--- src/source/video_pkg.sv ---
/*
 * video geometry and pixel types for the luma feature path.
 * sized for a 16x8 active area so whole frames simulate quickly.
 * coordinate widths must hold ACTIVE_W-1 and ACTIVE_H-1.
 */
`default_nettype none

package video_pkg;

  // ==================================================
  // active area
  // ==================================================
  localparam int unsigned ACTIVE_W = 16;
  localparam int unsigned ACTIVE_H = 8;
  localparam int unsigned X_W      = 4;
  localparam int unsigned Y_W      = 3;

  // luma weights, they add up to 256
  localparam int unsigned LUMA_R_WT = 77;
  localparam int unsigned LUMA_G_WT = 150;
  localparam int unsigned LUMA_B_WT = 29;

  // red in 23:16, green in 15:8, blue in 7:0
  typedef logic [23:0]    rgb_t;
  typedef logic [7:0]     luma_t;
  typedef logic [X_W-1:0] xcoord_t;
  typedef logic [Y_W-1:0] ycoord_t;

endpackage

`default_nettype wire

--- src/source/feature_pkg.sv ---
/*
 * tile geometry, feature word layout and read port types.
 * feature word is {mean, min, max, edge count}, one byte each.
 * tile ids are row major: tile row * TILES_X + tile column.
 */
`default_nettype none

package feature_pkg;

  // ==================================================
  // tile geometry
  // ==================================================
  localparam int unsigned TILE_SHIFT = 2;
  localparam int unsigned TILES_X    = 4;
  localparam int unsigned TILES_Y    = 2;
  localparam int unsigned TILE_N     = TILES_X * TILES_Y;
  localparam int unsigned TILE_ID_W  = 3;

  // absolute luma step that counts as an edge
  localparam int unsigned EDGE_THR = 16;

  // read port
  localparam int unsigned TAG_W  = 8;
  localparam int unsigned RD_LAT = 2;

  typedef logic [TILE_ID_W-1:0] tile_id_t;
  typedef logic [31:0]          feat_t;
  typedef logic [TAG_W-1:0]     tag_t;
  // sum of 16 pixels of 8 bits
  typedef logic [11:0]          tile_sum_t;
  typedef logic [7:0]           edge_cnt_t;

endpackage

`default_nettype wire

--- src/source/luma_stream_if.sv ---
/*
 * accepted luma pixels with coordinates and frame events.
 * every valid cycle is one pixel, there is no back-pressure.
 * sof, eol and eof mean nothing without valid.
 */
`timescale 1ns/1ps
`default_nettype none

interface luma_stream_if;

  import video_pkg::*;

  logic    valid;
  luma_t   luma;
  xcoord_t x;
  ycoord_t y;
  logic    sof;
  logic    eol;
  logic    eof;

  modport src (
    output valid, luma, x, y, sof, eol, eof
  );

  modport dst (
    input valid, luma, x, y, sof, eol, eof
  );

endinterface

`default_nettype wire

--- src/source/video_timing_counter.sv ---
/*
 * raw video to pixel coordinates and frame events.
 * vsync rising edge arms a frame, de falling edge ends a line.
 * pixels past ACTIVE_W or ACTIVE_H are dropped, hsync is not used.
 */
`timescale 1ns/1ps
`default_nettype none

module video_timing_counter (
  input  logic               clk,
  input  logic               rst_n_i,
  input  logic               en_i,
  input  logic               vsync_i,
  input  logic               de_i,
  input  video_pkg::rgb_t    rgb_i,
  output logic               pix_valid_o,
  output video_pkg::rgb_t    pix_rgb_o,
  output video_pkg::xcoord_t pix_x_o,
  output video_pkg::ycoord_t pix_y_o,
  output logic               sof_o,
  output logic               eol_o,
  output logic               eof_o
);

  import video_pkg::*;

  logic    vsync_q;
  logic    de_q;
  xcoord_t x_q;
  ycoord_t y_q;
  logic    line_full_q;
  logic    frame_done_q;
  logic    vs_rise;
  logic    de_fall;
  logic    sample;
  logic    last_x;
  logic    last_y;

  assign vs_rise = vsync_i && !vsync_q;
  assign de_fall = de_q && !de_i;
  assign sample  = en_i && de_i && !line_full_q && !frame_done_q;
  assign last_x  = (x_q == xcoord_t'(ACTIVE_W - 1));
  assign last_y  = (y_q == ycoord_t'(ACTIVE_H - 1));

  // ==================================================
  // position state
  // ==================================================
  // frame_done starts set, nothing counts before the first vsync
  always_ff @(posedge clk or negedge rst_n_i) begin
    if (!rst_n_i) begin
      vsync_q      <= 1'b0;
      de_q         <= 1'b0;
      x_q          <= '0;
      y_q          <= '0;
      line_full_q  <= 1'b0;
      frame_done_q <= 1'b1;
    end else begin
      vsync_q <= vsync_i;
      de_q    <= de_i;
      if (vs_rise) begin
        x_q          <= '0;
        y_q          <= '0;
        line_full_q  <= 1'b0;
        frame_done_q <= 1'b0;
      end else if (sample) begin
        // x wraps to zero on the last column, line_full blocks the rest
        x_q          <= x_q + 1'b1;
        line_full_q  <= last_x;
        frame_done_q <= last_x && last_y;
      end else if (de_fall && !frame_done_q && (line_full_q || x_q != '0)) begin
        // only lines that carried pixels advance y
        x_q         <= '0;
        line_full_q <= 1'b0;
        if (last_y) begin
          frame_done_q <= 1'b1;
        end else begin
          y_q <= y_q + 1'b1;
        end
      end
    end
  end

  always_ff @(posedge clk or negedge rst_n_i) begin
    if (!rst_n_i) begin
      pix_valid_o <= 1'b0;
    end else begin
      pix_valid_o <= sample;
    end
  end

  // pixel payload and events
  always_ff @(posedge clk) begin
    if (sample) begin
      pix_rgb_o <= rgb_i;
      pix_x_o   <= x_q;
      pix_y_o   <= y_q;
      sof_o     <= (x_q == '0) && (y_q == '0);
      eol_o     <= last_x;
      eof_o     <= last_x && last_y;
    end
  end

  // no pixel right behind the last column of a line
  assert property (@(posedge clk) disable iff (!rst_n_i)
    (pix_valid_o && eol_o) |=> !pix_valid_o);

endmodule

`default_nettype wire

--- src/source/rgb2y_luma.sv ---
/*
 * two stage rgb to luma, y = (77 r + 150 g + 29 b) >> 8.
 * coordinates and events ride along with each pixel.
 */
`timescale 1ns/1ps
`default_nettype none

module rgb2y_luma (
  input  logic               clk,
  input  logic               rst_n_i,
  input  logic               pix_valid_i,
  input  video_pkg::rgb_t    pix_rgb_i,
  input  video_pkg::xcoord_t pix_x_i,
  input  video_pkg::ycoord_t pix_y_i,
  input  logic               sof_i,
  input  logic               eol_i,
  input  logic               eof_i,
  luma_stream_if.src         stream_o
);

  import video_pkg::*;

  // stage one, weighted products
  logic        s1_valid_q;
  logic [14:0] r_prod_q;
  logic [15:0] g_prod_q;
  logic [12:0] b_prod_q;
  xcoord_t     s1_x_q;
  ycoord_t     s1_y_q;
  logic        s1_sof_q;
  logic        s1_eol_q;
  logic        s1_eof_q;

  // stage two, luma
  logic        s2_valid_q;
  luma_t       s2_luma_q;
  xcoord_t     s2_x_q;
  ycoord_t     s2_y_q;
  logic        s2_sof_q;
  logic        s2_eol_q;
  logic        s2_eof_q;
  logic [15:0] wsum;

  // peaks at 255 * 256, no carry out of 16 bits
  assign wsum = 16'(r_prod_q) + g_prod_q + 16'(b_prod_q);

  always_ff @(posedge clk or negedge rst_n_i) begin
    if (!rst_n_i) begin
      s1_valid_q <= 1'b0;
      s2_valid_q <= 1'b0;
    end else begin
      s1_valid_q <= pix_valid_i;
      s2_valid_q <= s1_valid_q;
    end
  end

  always_ff @(posedge clk) begin
    r_prod_q  <= 15'(pix_rgb_i[23:16] * LUMA_R_WT);
    g_prod_q  <= 16'(pix_rgb_i[15:8] * LUMA_G_WT);
    b_prod_q  <= 13'(pix_rgb_i[7:0] * LUMA_B_WT);
    s1_x_q    <= pix_x_i;
    s1_y_q    <= pix_y_i;
    s1_sof_q  <= sof_i;
    s1_eol_q  <= eol_i;
    s1_eof_q  <= eof_i;

    s2_luma_q <= wsum[15:8];
    s2_x_q    <= s1_x_q;
    s2_y_q    <= s1_y_q;
    s2_sof_q  <= s1_sof_q;
    s2_eol_q  <= s1_eol_q;
    s2_eof_q  <= s1_eof_q;
  end

  assign stream_o.valid = s2_valid_q;
  assign stream_o.luma  = s2_luma_q;
  assign stream_o.x     = s2_x_q;
  assign stream_o.y     = s2_y_q;
  assign stream_o.sof   = s2_sof_q;
  assign stream_o.eol   = s2_eol_q;
  assign stream_o.eof   = s2_eof_q;

endmodule

`default_nettype wire

--- src/source/tile_stats_accum.sv ---
/*
 * per tile sum, min, max and edge count over 4x4 tiles.
 * one accumulator set per tile column, reused for each tile row.
 * expects raster order, a finished tile is written one cycle later.
 */
`timescale 1ns/1ps
`default_nettype none

module tile_stats_accum (
  input  logic                  clk,
  input  logic                  rst_n_i,
  luma_stream_if.dst            stream_i,
  output logic                  wr_valid_o,
  output feature_pkg::tile_id_t wr_tile_o,
  output feature_pkg::feat_t    wr_feat_o
);

  import video_pkg::*;
  import feature_pkg::*;

  tile_sum_t sum_q  [TILES_X];
  luma_t     min_q  [TILES_X];
  luma_t     max_q  [TILES_X];
  edge_cnt_t edge_q [TILES_X];
  luma_t     prev_q;

  logic [X_W-TILE_SHIFT-1:0] col;
  logic [Y_W-TILE_SHIFT-1:0] row;
  logic                      complete;
  tile_sum_t                 sum_nx;
  luma_t                     min_nx;
  luma_t                     max_nx;
  edge_cnt_t                 edge_nx;
  tile_sum_t                 sum_base;
  luma_t                     min_base;
  luma_t                     max_base;
  edge_cnt_t                 edge_base;
  luma_t                     diff;
  logic                      is_edge;

  assign col = stream_i.x[X_W-1:TILE_SHIFT];
  assign row = stream_i.y[Y_W-1:TILE_SHIFT];
  // bottom right pixel of a tile
  assign complete = stream_i.valid && (&stream_i.x[TILE_SHIFT-1:0])
                    && (&stream_i.y[TILE_SHIFT-1:0]);

  // ==================================================
  // next values for the current column
  // ==================================================
  always_comb begin
    // sof starts from empty, the stored column may hold an older frame
    sum_base  = stream_i.sof ? '0 : sum_q[col];
    min_base  = stream_i.sof ? '1 : min_q[col];
    max_base  = stream_i.sof ? '0 : max_q[col];
    edge_base = stream_i.sof ? '0 : edge_q[col];

    sum_nx = sum_base + tile_sum_t'(stream_i.luma);
    min_nx = (stream_i.luma < min_base) ? stream_i.luma : min_base;
    max_nx = (stream_i.luma > max_base) ? stream_i.luma : max_base;

    diff = (stream_i.luma > prev_q) ? stream_i.luma - prev_q : prev_q - stream_i.luma;
    // no pair across a tile column boundary
    is_edge = (stream_i.x[TILE_SHIFT-1:0] != '0) && (int'(diff) > EDGE_THR);
    edge_nx = edge_base + edge_cnt_t'(is_edge && (edge_base != '1));
  end

  always_ff @(posedge clk or negedge rst_n_i) begin
    if (!rst_n_i) begin
      for (int i = 0; i < TILES_X; i++) begin
        sum_q[i]  <= '0;
        min_q[i]  <= '1;
        max_q[i]  <= '0;
        edge_q[i] <= '0;
      end
    end else if (stream_i.valid) begin
      for (int i = 0; i < TILES_X; i++) begin
        if ((int'(col) == i) && !complete) begin
          sum_q[i]  <= sum_nx;
          min_q[i]  <= min_nx;
          max_q[i]  <= max_nx;
          edge_q[i] <= edge_nx;
        end else if (stream_i.sof || (int'(col) == i)) begin
          // new frame, or this column's tile was just written
          sum_q[i]  <= '0;
          min_q[i]  <= '1;
          max_q[i]  <= '0;
          edge_q[i] <= '0;
        end
      end
    end
  end

  always_ff @(posedge clk) begin
    if (stream_i.valid) begin
      prev_q <= stream_i.luma;
    end
  end

  // ==================================================
  // feature write
  // ==================================================
  always_ff @(posedge clk or negedge rst_n_i) begin
    if (!rst_n_i) begin
      wr_valid_o <= 1'b0;
    end else begin
      wr_valid_o <= complete;
    end
  end

  always_ff @(posedge clk) begin
    if (complete) begin
      wr_tile_o <= tile_id_t'(row) * tile_id_t'(TILES_X) + tile_id_t'(col);
      wr_feat_o <= {luma_t'(sum_nx >> (2 * TILE_SHIFT)), min_nx, max_nx, edge_nx};
    end
  end

  // tiles of one row finish 4 pixels apart
  assert property (@(posedge clk) disable iff (!rst_n_i)
    wr_valid_o |=> !(wr_valid_o && (wr_tile_o == $past(wr_tile_o))));

  // line end sits in the last tile column
  assert property (@(posedge clk) disable iff (!rst_n_i)
    (stream_i.valid && stream_i.eol) |-> (int'(col) == TILES_X - 1));

  // frame end closes the last tile row
  assert property (@(posedge clk) disable iff (!rst_n_i)
    (stream_i.valid && stream_i.eof) |-> (complete && (int'(row) == TILES_Y - 1)));

endmodule

`default_nettype wire

--- src/source/feature_sram.sv ---
/*
 * tile feature memory with a tagged valid/ready read port.
 * read latency is RD_LAT cycles into an empty output buffer.
 * a write in the same cycle as the read is returned.
 */
`timescale 1ns/1ps
`default_nettype none

module feature_sram (
  input  logic                  clk,
  input  logic                  rst_n_i,
  input  logic                  wr_valid_i,
  input  feature_pkg::tile_id_t wr_tile_i,
  input  feature_pkg::feat_t    wr_feat_i,
  input  logic                  rd_valid_i,
  input  feature_pkg::tile_id_t rd_tile_i,
  input  feature_pkg::tag_t     rd_tag_i,
  input  logic                  feat_ready_i,
  output logic                  rd_ready_o,
  output logic                  feat_valid_o,
  output feature_pkg::tag_t     feat_tag_o,
  output feature_pkg::feat_t    feat_data_o
);

  import feature_pkg::*;

  feat_t    mem_q [TILE_N];

  // request stage
  logic     req_valid_q;
  tile_id_t req_tile_q;
  tag_t     req_tag_q;

  // two entry response buffer
  feat_t    buf_data_q [RD_LAT];
  tag_t     buf_tag_q  [RD_LAT];
  logic     wr_ptr_q;
  logic     rd_ptr_q;
  logic [1:0] cnt_q;

  logic     rd_ready_q;
  logic     rd_fire;
  logic     pop;
  feat_t    rd_data;
  logic [2:0] occ_nx;

  assign rd_fire      = rd_valid_i && rd_ready_q;
  assign pop          = feat_valid_o && feat_ready_i;
  assign rd_ready_o   = rd_ready_q;
  assign feat_valid_o = (cnt_q != '0);
  assign feat_data_o  = buf_data_q[rd_ptr_q];
  assign feat_tag_o   = buf_tag_q[rd_ptr_q];

  // write first for the tile in the request stage
  assign rd_data = (wr_valid_i && (wr_tile_i == req_tile_q)) ? wr_feat_i
                                                             : mem_q[req_tile_q];

  // requests in flight plus held responses after this edge
  assign occ_nx = 3'(cnt_q) + 3'(req_valid_q) + 3'(rd_fire) - 3'(pop);

  // ==================================================
  // control and memory
  // ==================================================
  always_ff @(posedge clk or negedge rst_n_i) begin
    if (!rst_n_i) begin
      for (int i = 0; i < TILE_N; i++) begin
        mem_q[i] <= '0;
      end
      req_valid_q <= 1'b0;
      wr_ptr_q    <= 1'b0;
      rd_ptr_q    <= 1'b0;
      cnt_q       <= '0;
      rd_ready_q  <= 1'b0;
    end else begin
      if (wr_valid_i) begin
        mem_q[wr_tile_i] <= wr_feat_i;
      end
      req_valid_q <= rd_fire;
      // a new request must always find a buffer slot
      rd_ready_q  <= (int'(occ_nx) < RD_LAT);
      if (req_valid_q) begin
        wr_ptr_q <= wr_ptr_q + 1'b1;
      end
      if (pop) begin
        rd_ptr_q <= rd_ptr_q + 1'b1;
      end
      cnt_q <= cnt_q + 2'(req_valid_q) - 2'(pop);
    end
  end

  always_ff @(posedge clk) begin
    if (rd_fire) begin
      req_tile_q <= rd_tile_i;
      req_tag_q  <= rd_tag_i;
    end
    if (req_valid_q) begin
      buf_data_q[wr_ptr_q] <= rd_data;
      buf_tag_q[wr_ptr_q]  <= req_tag_q;
    end
  end

  assert property (@(posedge clk) disable iff (!rst_n_i)
    (feat_valid_o && !feat_ready_i) |=>
      (feat_valid_o && $stable(feat_data_o) && $stable(feat_tag_o)));

endmodule

`default_nettype wire

--- src/source/luma_feature_top.sv ---
/*
 * luma front end and tile feature back end under one top.
 * hsync_i is only part of the video port, lines end on de.
 */
`timescale 1ns/1ps
`default_nettype none

module luma_feature_top (
  input  logic                  clk,
  input  logic                  rst_n_i,
  input  logic                  en_i,
  input  logic                  vsync_i,
  input  logic                  hsync_i,
  input  logic                  de_i,
  input  video_pkg::rgb_t       rgb_i,
  input  logic                  rd_valid_i,
  input  feature_pkg::tile_id_t rd_tile_i,
  input  feature_pkg::tag_t     rd_tag_i,
  input  logic                  feat_ready_i,
  output logic                  rd_ready_o,
  output logic                  feat_valid_o,
  output feature_pkg::tag_t     feat_tag_o,
  output feature_pkg::feat_t    feat_data_o,
  output logic                  wr_valid_o,
  output feature_pkg::tile_id_t wr_tile_o
);

  import video_pkg::*;
  import feature_pkg::*;

  logic    pix_valid;
  rgb_t    pix_rgb;
  xcoord_t pix_x;
  ycoord_t pix_y;
  logic    pix_sof;
  logic    pix_eol;
  logic    pix_eof;
  feat_t   wr_feat;

  // ==================================================
  // front end
  // ==================================================
  video_timing_counter video_timing_counter_i (
    .clk         (clk),
    .rst_n_i     (rst_n_i),
    .en_i        (en_i),
    .vsync_i     (vsync_i),
    .de_i        (de_i),
    .rgb_i       (rgb_i),
    .pix_valid_o (pix_valid),
    .pix_rgb_o   (pix_rgb),
    .pix_x_o     (pix_x),
    .pix_y_o     (pix_y),
    .sof_o       (pix_sof),
    .eol_o       (pix_eol),
    .eof_o       (pix_eof)
  );

  luma_stream_if luma_stream_i ();

  rgb2y_luma rgb2y_luma_i (
    .clk         (clk),
    .rst_n_i     (rst_n_i),
    .pix_valid_i (pix_valid),
    .pix_rgb_i   (pix_rgb),
    .pix_x_i     (pix_x),
    .pix_y_i     (pix_y),
    .sof_i       (pix_sof),
    .eol_i       (pix_eol),
    .eof_i       (pix_eof),
    .stream_o    (luma_stream_i)
  );

  // ==================================================
  // back end
  // ==================================================
  tile_stats_accum tile_stats_accum_i (
    .clk        (clk),
    .rst_n_i    (rst_n_i),
    .stream_i   (luma_stream_i),
    .wr_valid_o (wr_valid_o),
    .wr_tile_o  (wr_tile_o),
    .wr_feat_o  (wr_feat)
  );

  feature_sram feature_sram_i (
    .clk          (clk),
    .rst_n_i      (rst_n_i),
    .wr_valid_i   (wr_valid_o),
    .wr_tile_i    (wr_tile_o),
    .wr_feat_i    (wr_feat),
    .rd_valid_i   (rd_valid_i),
    .rd_tile_i    (rd_tile_i),
    .rd_tag_i     (rd_tag_i),
    .feat_ready_i (feat_ready_i),
    .rd_ready_o   (rd_ready_o),
    .feat_valid_o (feat_valid_o),
    .feat_tag_o   (feat_tag_o),
    .feat_data_o  (feat_data_o)
  );

endmodule

`default_nettype wire

--- config.mk ---
export PLATFORM = sky130hd
export DESIGN_NAME = luma_feature_top
export DESIGN_NICKNAME = d
export VERILOG_FILES = /design/src/source/video_pkg.sv /design/src/source/feature_pkg.sv /design/src/source/luma_stream_if.sv /design/src/source/video_timing_counter.sv /design/src/source/rgb2y_luma.sv /design/src/source/tile_stats_accum.sv /design/src/source/feature_sram.sv /design/src/source/luma_feature_top.sv
export SDC_FILE = /design/constraint.sdc
export NUM_CORES = 1
export LEC_CHECK = 0
export BUFFER_PORTS_ARGS = -buffer_cell sky130_fd_sc_hd__buf_2
export CORE_MARGIN = 4
export CORE_UTILIZATION = 30
export DETAILED_ROUTE_END_ITERATION = 10
export PLACE_DENSITY_LB_ADDON = 0.25
export RECOVER_POWER = 25
export REMOVE_ABC_BUFFERS = 1
export SYNTH_ARGS = -nofsm -noshare
export SYNTH_HDL_FRONTEND = slang
export SYNTH_SLANG_ARGS = --single-unit
export TNS_END_PERCENT = 10
--- constraint.sdc ---
create_clock -name clk -period 6.7 [get_ports clk]
set_clock_uncertainty 0.1 [all_clocks]
set_input_delay 0.67 -clock clk [delete_from_list [all_inputs] [get_ports clk]]
set_output_delay 0.67 -clock clk [all_outputs]
set_load 0.01 [all_outputs]
==> summary.txt <==
Count leader, synth: dfrtp_1
Routed vias: 18.56k
Post-Route M1 WL: 32260 µm
Final worst setup slack: 1.158 ns
Synth Area in XOR/XNOR: 1.757%
Fraction of layout cells with a size suffix above 1: 28.70%
Worst setup path category: reg -> reg
Startpoint Class: flip-flop
Via density: 4.881
Worst path most repeated cell: nand2b_1
Post-synth EDFFs: 166
Max VDD drop: 186.7 µV
Max_cap viols: 7
Final WL: 70790 µm
Core area: 0.1038 mm²
Power Density: 353.4 mW/mm²
Hold depth: 1
Port Buffer Count: 87
Synth unique cells: 71
Buffers & Inverters on Critical Path: 2
Dpl ws: 1.904 ns
Post-synth top flop: dfrtp_1
CTS Root Cell: clkbuf_16
FF+latch count, synth: 654
Final GP Congestion: 0.7822
Nets: 2608
WL/cell: 18.62 µm
Number of routed nets with antenna violations: 0
Clock Tree Buf Depth: 3
Leak: 15.93 nW
Antenna violations before repair: 1
# clock sinks: 654
Number of placed instances, taps included: 3664
Gr ovfl total: 0
Met3 wire length: 2768 µm
Endpoint class of the critical path: flip-flop
Die area: 0.1099 mm²
Slowest-stage cell, CP: clkbuf_1
RSZ-0062 raised after global routing: no
R2r worst-path depth: 12
Synth Warn #: 0
DP HPWL: 44160 µm
Cells after synthesis: 2281
Total negative slack: 0 ns
CP max stage delay: 1.44 ns
Max-slew headroom: -94.52%
Final min period: 5.542 ns
WP depth: 12
CTS tree: yes
Synth Area in Adders: 9.131%
Sequential-to-total area share from yosys stat: 53.82%
TritonCTS buffer count: 74
Height of the die: 331.6 µm
Area leader, netlist: dfrtp_1
Post-Syn Area: 0.03141 mm²
P&R area growth vs syn: 14.75%
Die width: 331.6 µm
Metal2 WL: 34100 µm
Final non-filler cell total: 3803
Post-synthesis simple-gate area fraction: 5.207%
Drt pass-1 iters: 4
GR Util All Layers: 12.83%
Clock Latency Late Sink: 0.61 ns
Initial DRC Count: 873
Violated checks: capacitance limit, slew limit
Fmax: 180.4 MHz
Synth async-reset ratio: 64.37%
Hold WS: 0.1128 ns
Final setup vio count: 0
Crit-path cells: clkbuf_1 > mux4_2 > nand2b_1 > ha_1 > nor2b_1 > o21a_1 > o21ai_0 > nand2b_1 > a211oi_2 > buf_4 > or2_2 > mux2i_1
Clock transition at path regs: 0.06 ns
Critical path arrival: 5.76 ns
H-tree Lvls: 3
First-pass GRT wire length: 113800 µm
Average size of a mapped cell: 13.77 µm²
DRC viols: 0
Fin. max-slew vios: 253
Status: finished with violations
Top cells by area, synth: dfrtp_1 (31%), edfxtp_1 (16%), mux2_2 (11%)
Post-Place Cell Area: 0.03344 mm²
Design area: 0.03604 mm²
Starting Density: 30.26%
Family with the most delay on the worst path: buffers and inverters
CP Max Fanout: 40
Row cnt: 118
Multiplexer share of the synthesized area: 19.86%
Yosys top cell area share: 30.92%
Top routing layer used: met4
Fillers: 9986
Fin. Hold Viols: 0
Worst Hold Class: in -> reg
Main combinational cell family by area after synthesis: multiplexers
Largest net degree at the start of global routing: 199
Vias in the first global route: 20.01k
WP data required: 6.91 ns
Actual slew at the worst max-slew pin: 2.918 ns
# IOs: 89
Synth Area in Compound Gates: 7.087%
Final worst path period share: 82.72%
Top cells by count, synth: dfrtp_1 (388), mux2_2 (299), edfxtp_1 (166), ha_1 (162), nor2_1 (132)
-- metal layers --
| metal | vias to the layer above | global-route usage [%] |
|---|---|---|
| met5 | - | 0 |
| met4 | 0 | 3.711 |
| li1 | 8506 | - |
| met3 | 121 | 2.061 |
| met1 | 9567 | 17.21 |
| met2 | 367 | 21.49 |
-- layout make-up --
class / instances / area (µm²) / area share (%)
diodes: 1 / 2.502 / 0.006944
clock buffers: 100 / 2072 / 5.749
clock inverters: 37 / 561.8 / 1.559
inverters: 130 / 488.0 / 1.354
multi-input cells: 1382 / 13600 / 37.73
flip-flops and latches: 654 / 16910 / 46.91
well taps: 1380 / 1727 / 4.791
repair buffers: 119 / 684.4 / 1.899
-- through the flow --
stage / power, mW / utilization (%)
CTS: 12.93 / 34.77
finish: 12.74 / 34.72
floorplan: 7.452 / -
detailed placement: 8.526 / 32.22
global route: 13.51 / 34.72
global placement: 8.413 / 32.22
-- cells by family after synthesis --
logic type / after synthesis
AND/OR/NAND/NOR: 341
adder cells (fa/ha/maj): 204
AO/OA/AOI/OAI: 324
multiplexers: 450
flip-flops: 654
buffers and inverters: 245
XOR/XNOR: 63
-- final timing paths --
path	slack, ns	start	end
max	1.16	rgb2y_luma_i.stream_o.x[3]	tile_stats_accum_i.wr_feat_o[9]
min	0.11	vsync_i	video_timing_counter_i.vsync_q
max reg2reg	1.16	rgb2y_luma_i.stream_o.x[3]	tile_stats_accum_i.wr_feat_o[9]
min reg2reg	0.20	rgb2y_luma_i.s1_x_q[1]	rgb2y_luma_i.stream_o.x[1]
max in group asynchronous	4.33	rst_n_i	feature_sram_i.mem_q[149]
min in group asynchronous	0.56	rst_n_i	feature_sram_i.wr_ptr_q
-- flip-flops by register name, indices dropped and copies added, names as in the netlist, 13 cells and up --
signal,count
rgb2y_luma_i.b_prod_q,13
tile_stats_accum_i.min_q,32
feature_sram_i.buf_data_q,64
feature_sram_i.buf_tag_q,16
tile_stats_accum_i.edge_q,32
tile_stats_accum_i.sum_q,48
feature_sram_i.mem_q,256
tile_stats_accum_i.max_q,32
video_timing_counter_i.pix_rgb_o,24
rgb2y_luma_i.r_prod_q,15
tile_stats_accum_i.wr_feat_o,32
rgb2y_luma_i.g_prod_q,15
-- report_power, final --
part	total (mW)	switching, mW	leakage, nW	internal (mW)
combinational	3.36	1.89	6.86	1.48
sequential	5.06	0.387	7.80	4.68
clock	4.31	1.69	1.27	2.62
-- cells in the final DEF, fill, tap and decap left out, types with 12 or more instances in the layout --
master,Yosys,layout
nor2_1,132,130
buf_2,19,81
clkbuf_1,83,27
mux2_2,299,299
a21oi_1,93,93
nor4_1,18,18
xor2_1,21,21
nand2b_1,13,13
nor3_1,15,13
edfxtp_1,166,166
buf_4,5,23
dfstp_2,33,33
a21o_1,17,17
a22o_1,57,57
a221o_1,17,17
nand2_1,68,68
o21a_1,12,12
o21ai_0,54,54
mux2i_1,43,43
ha_1,162,162
clkbuf_16,0,76
o311ai_0,18,18
dfrtp_1,388,388
inv_1,130,130
mux4_2,98,98
fa_1,42,42
dfxtp_1,67,65
xnor2_1,42,42
nor2b_1,25,25
-- what timing repair did --
item,4_1_cts,5_1_grt
endpoints found under the hold margin,55,0
setup endpoints to repair,0,0
resized for setup,0,0
buffers inserted,0,0
hold buffers,1,0
(Power assumes the default switching activity.)
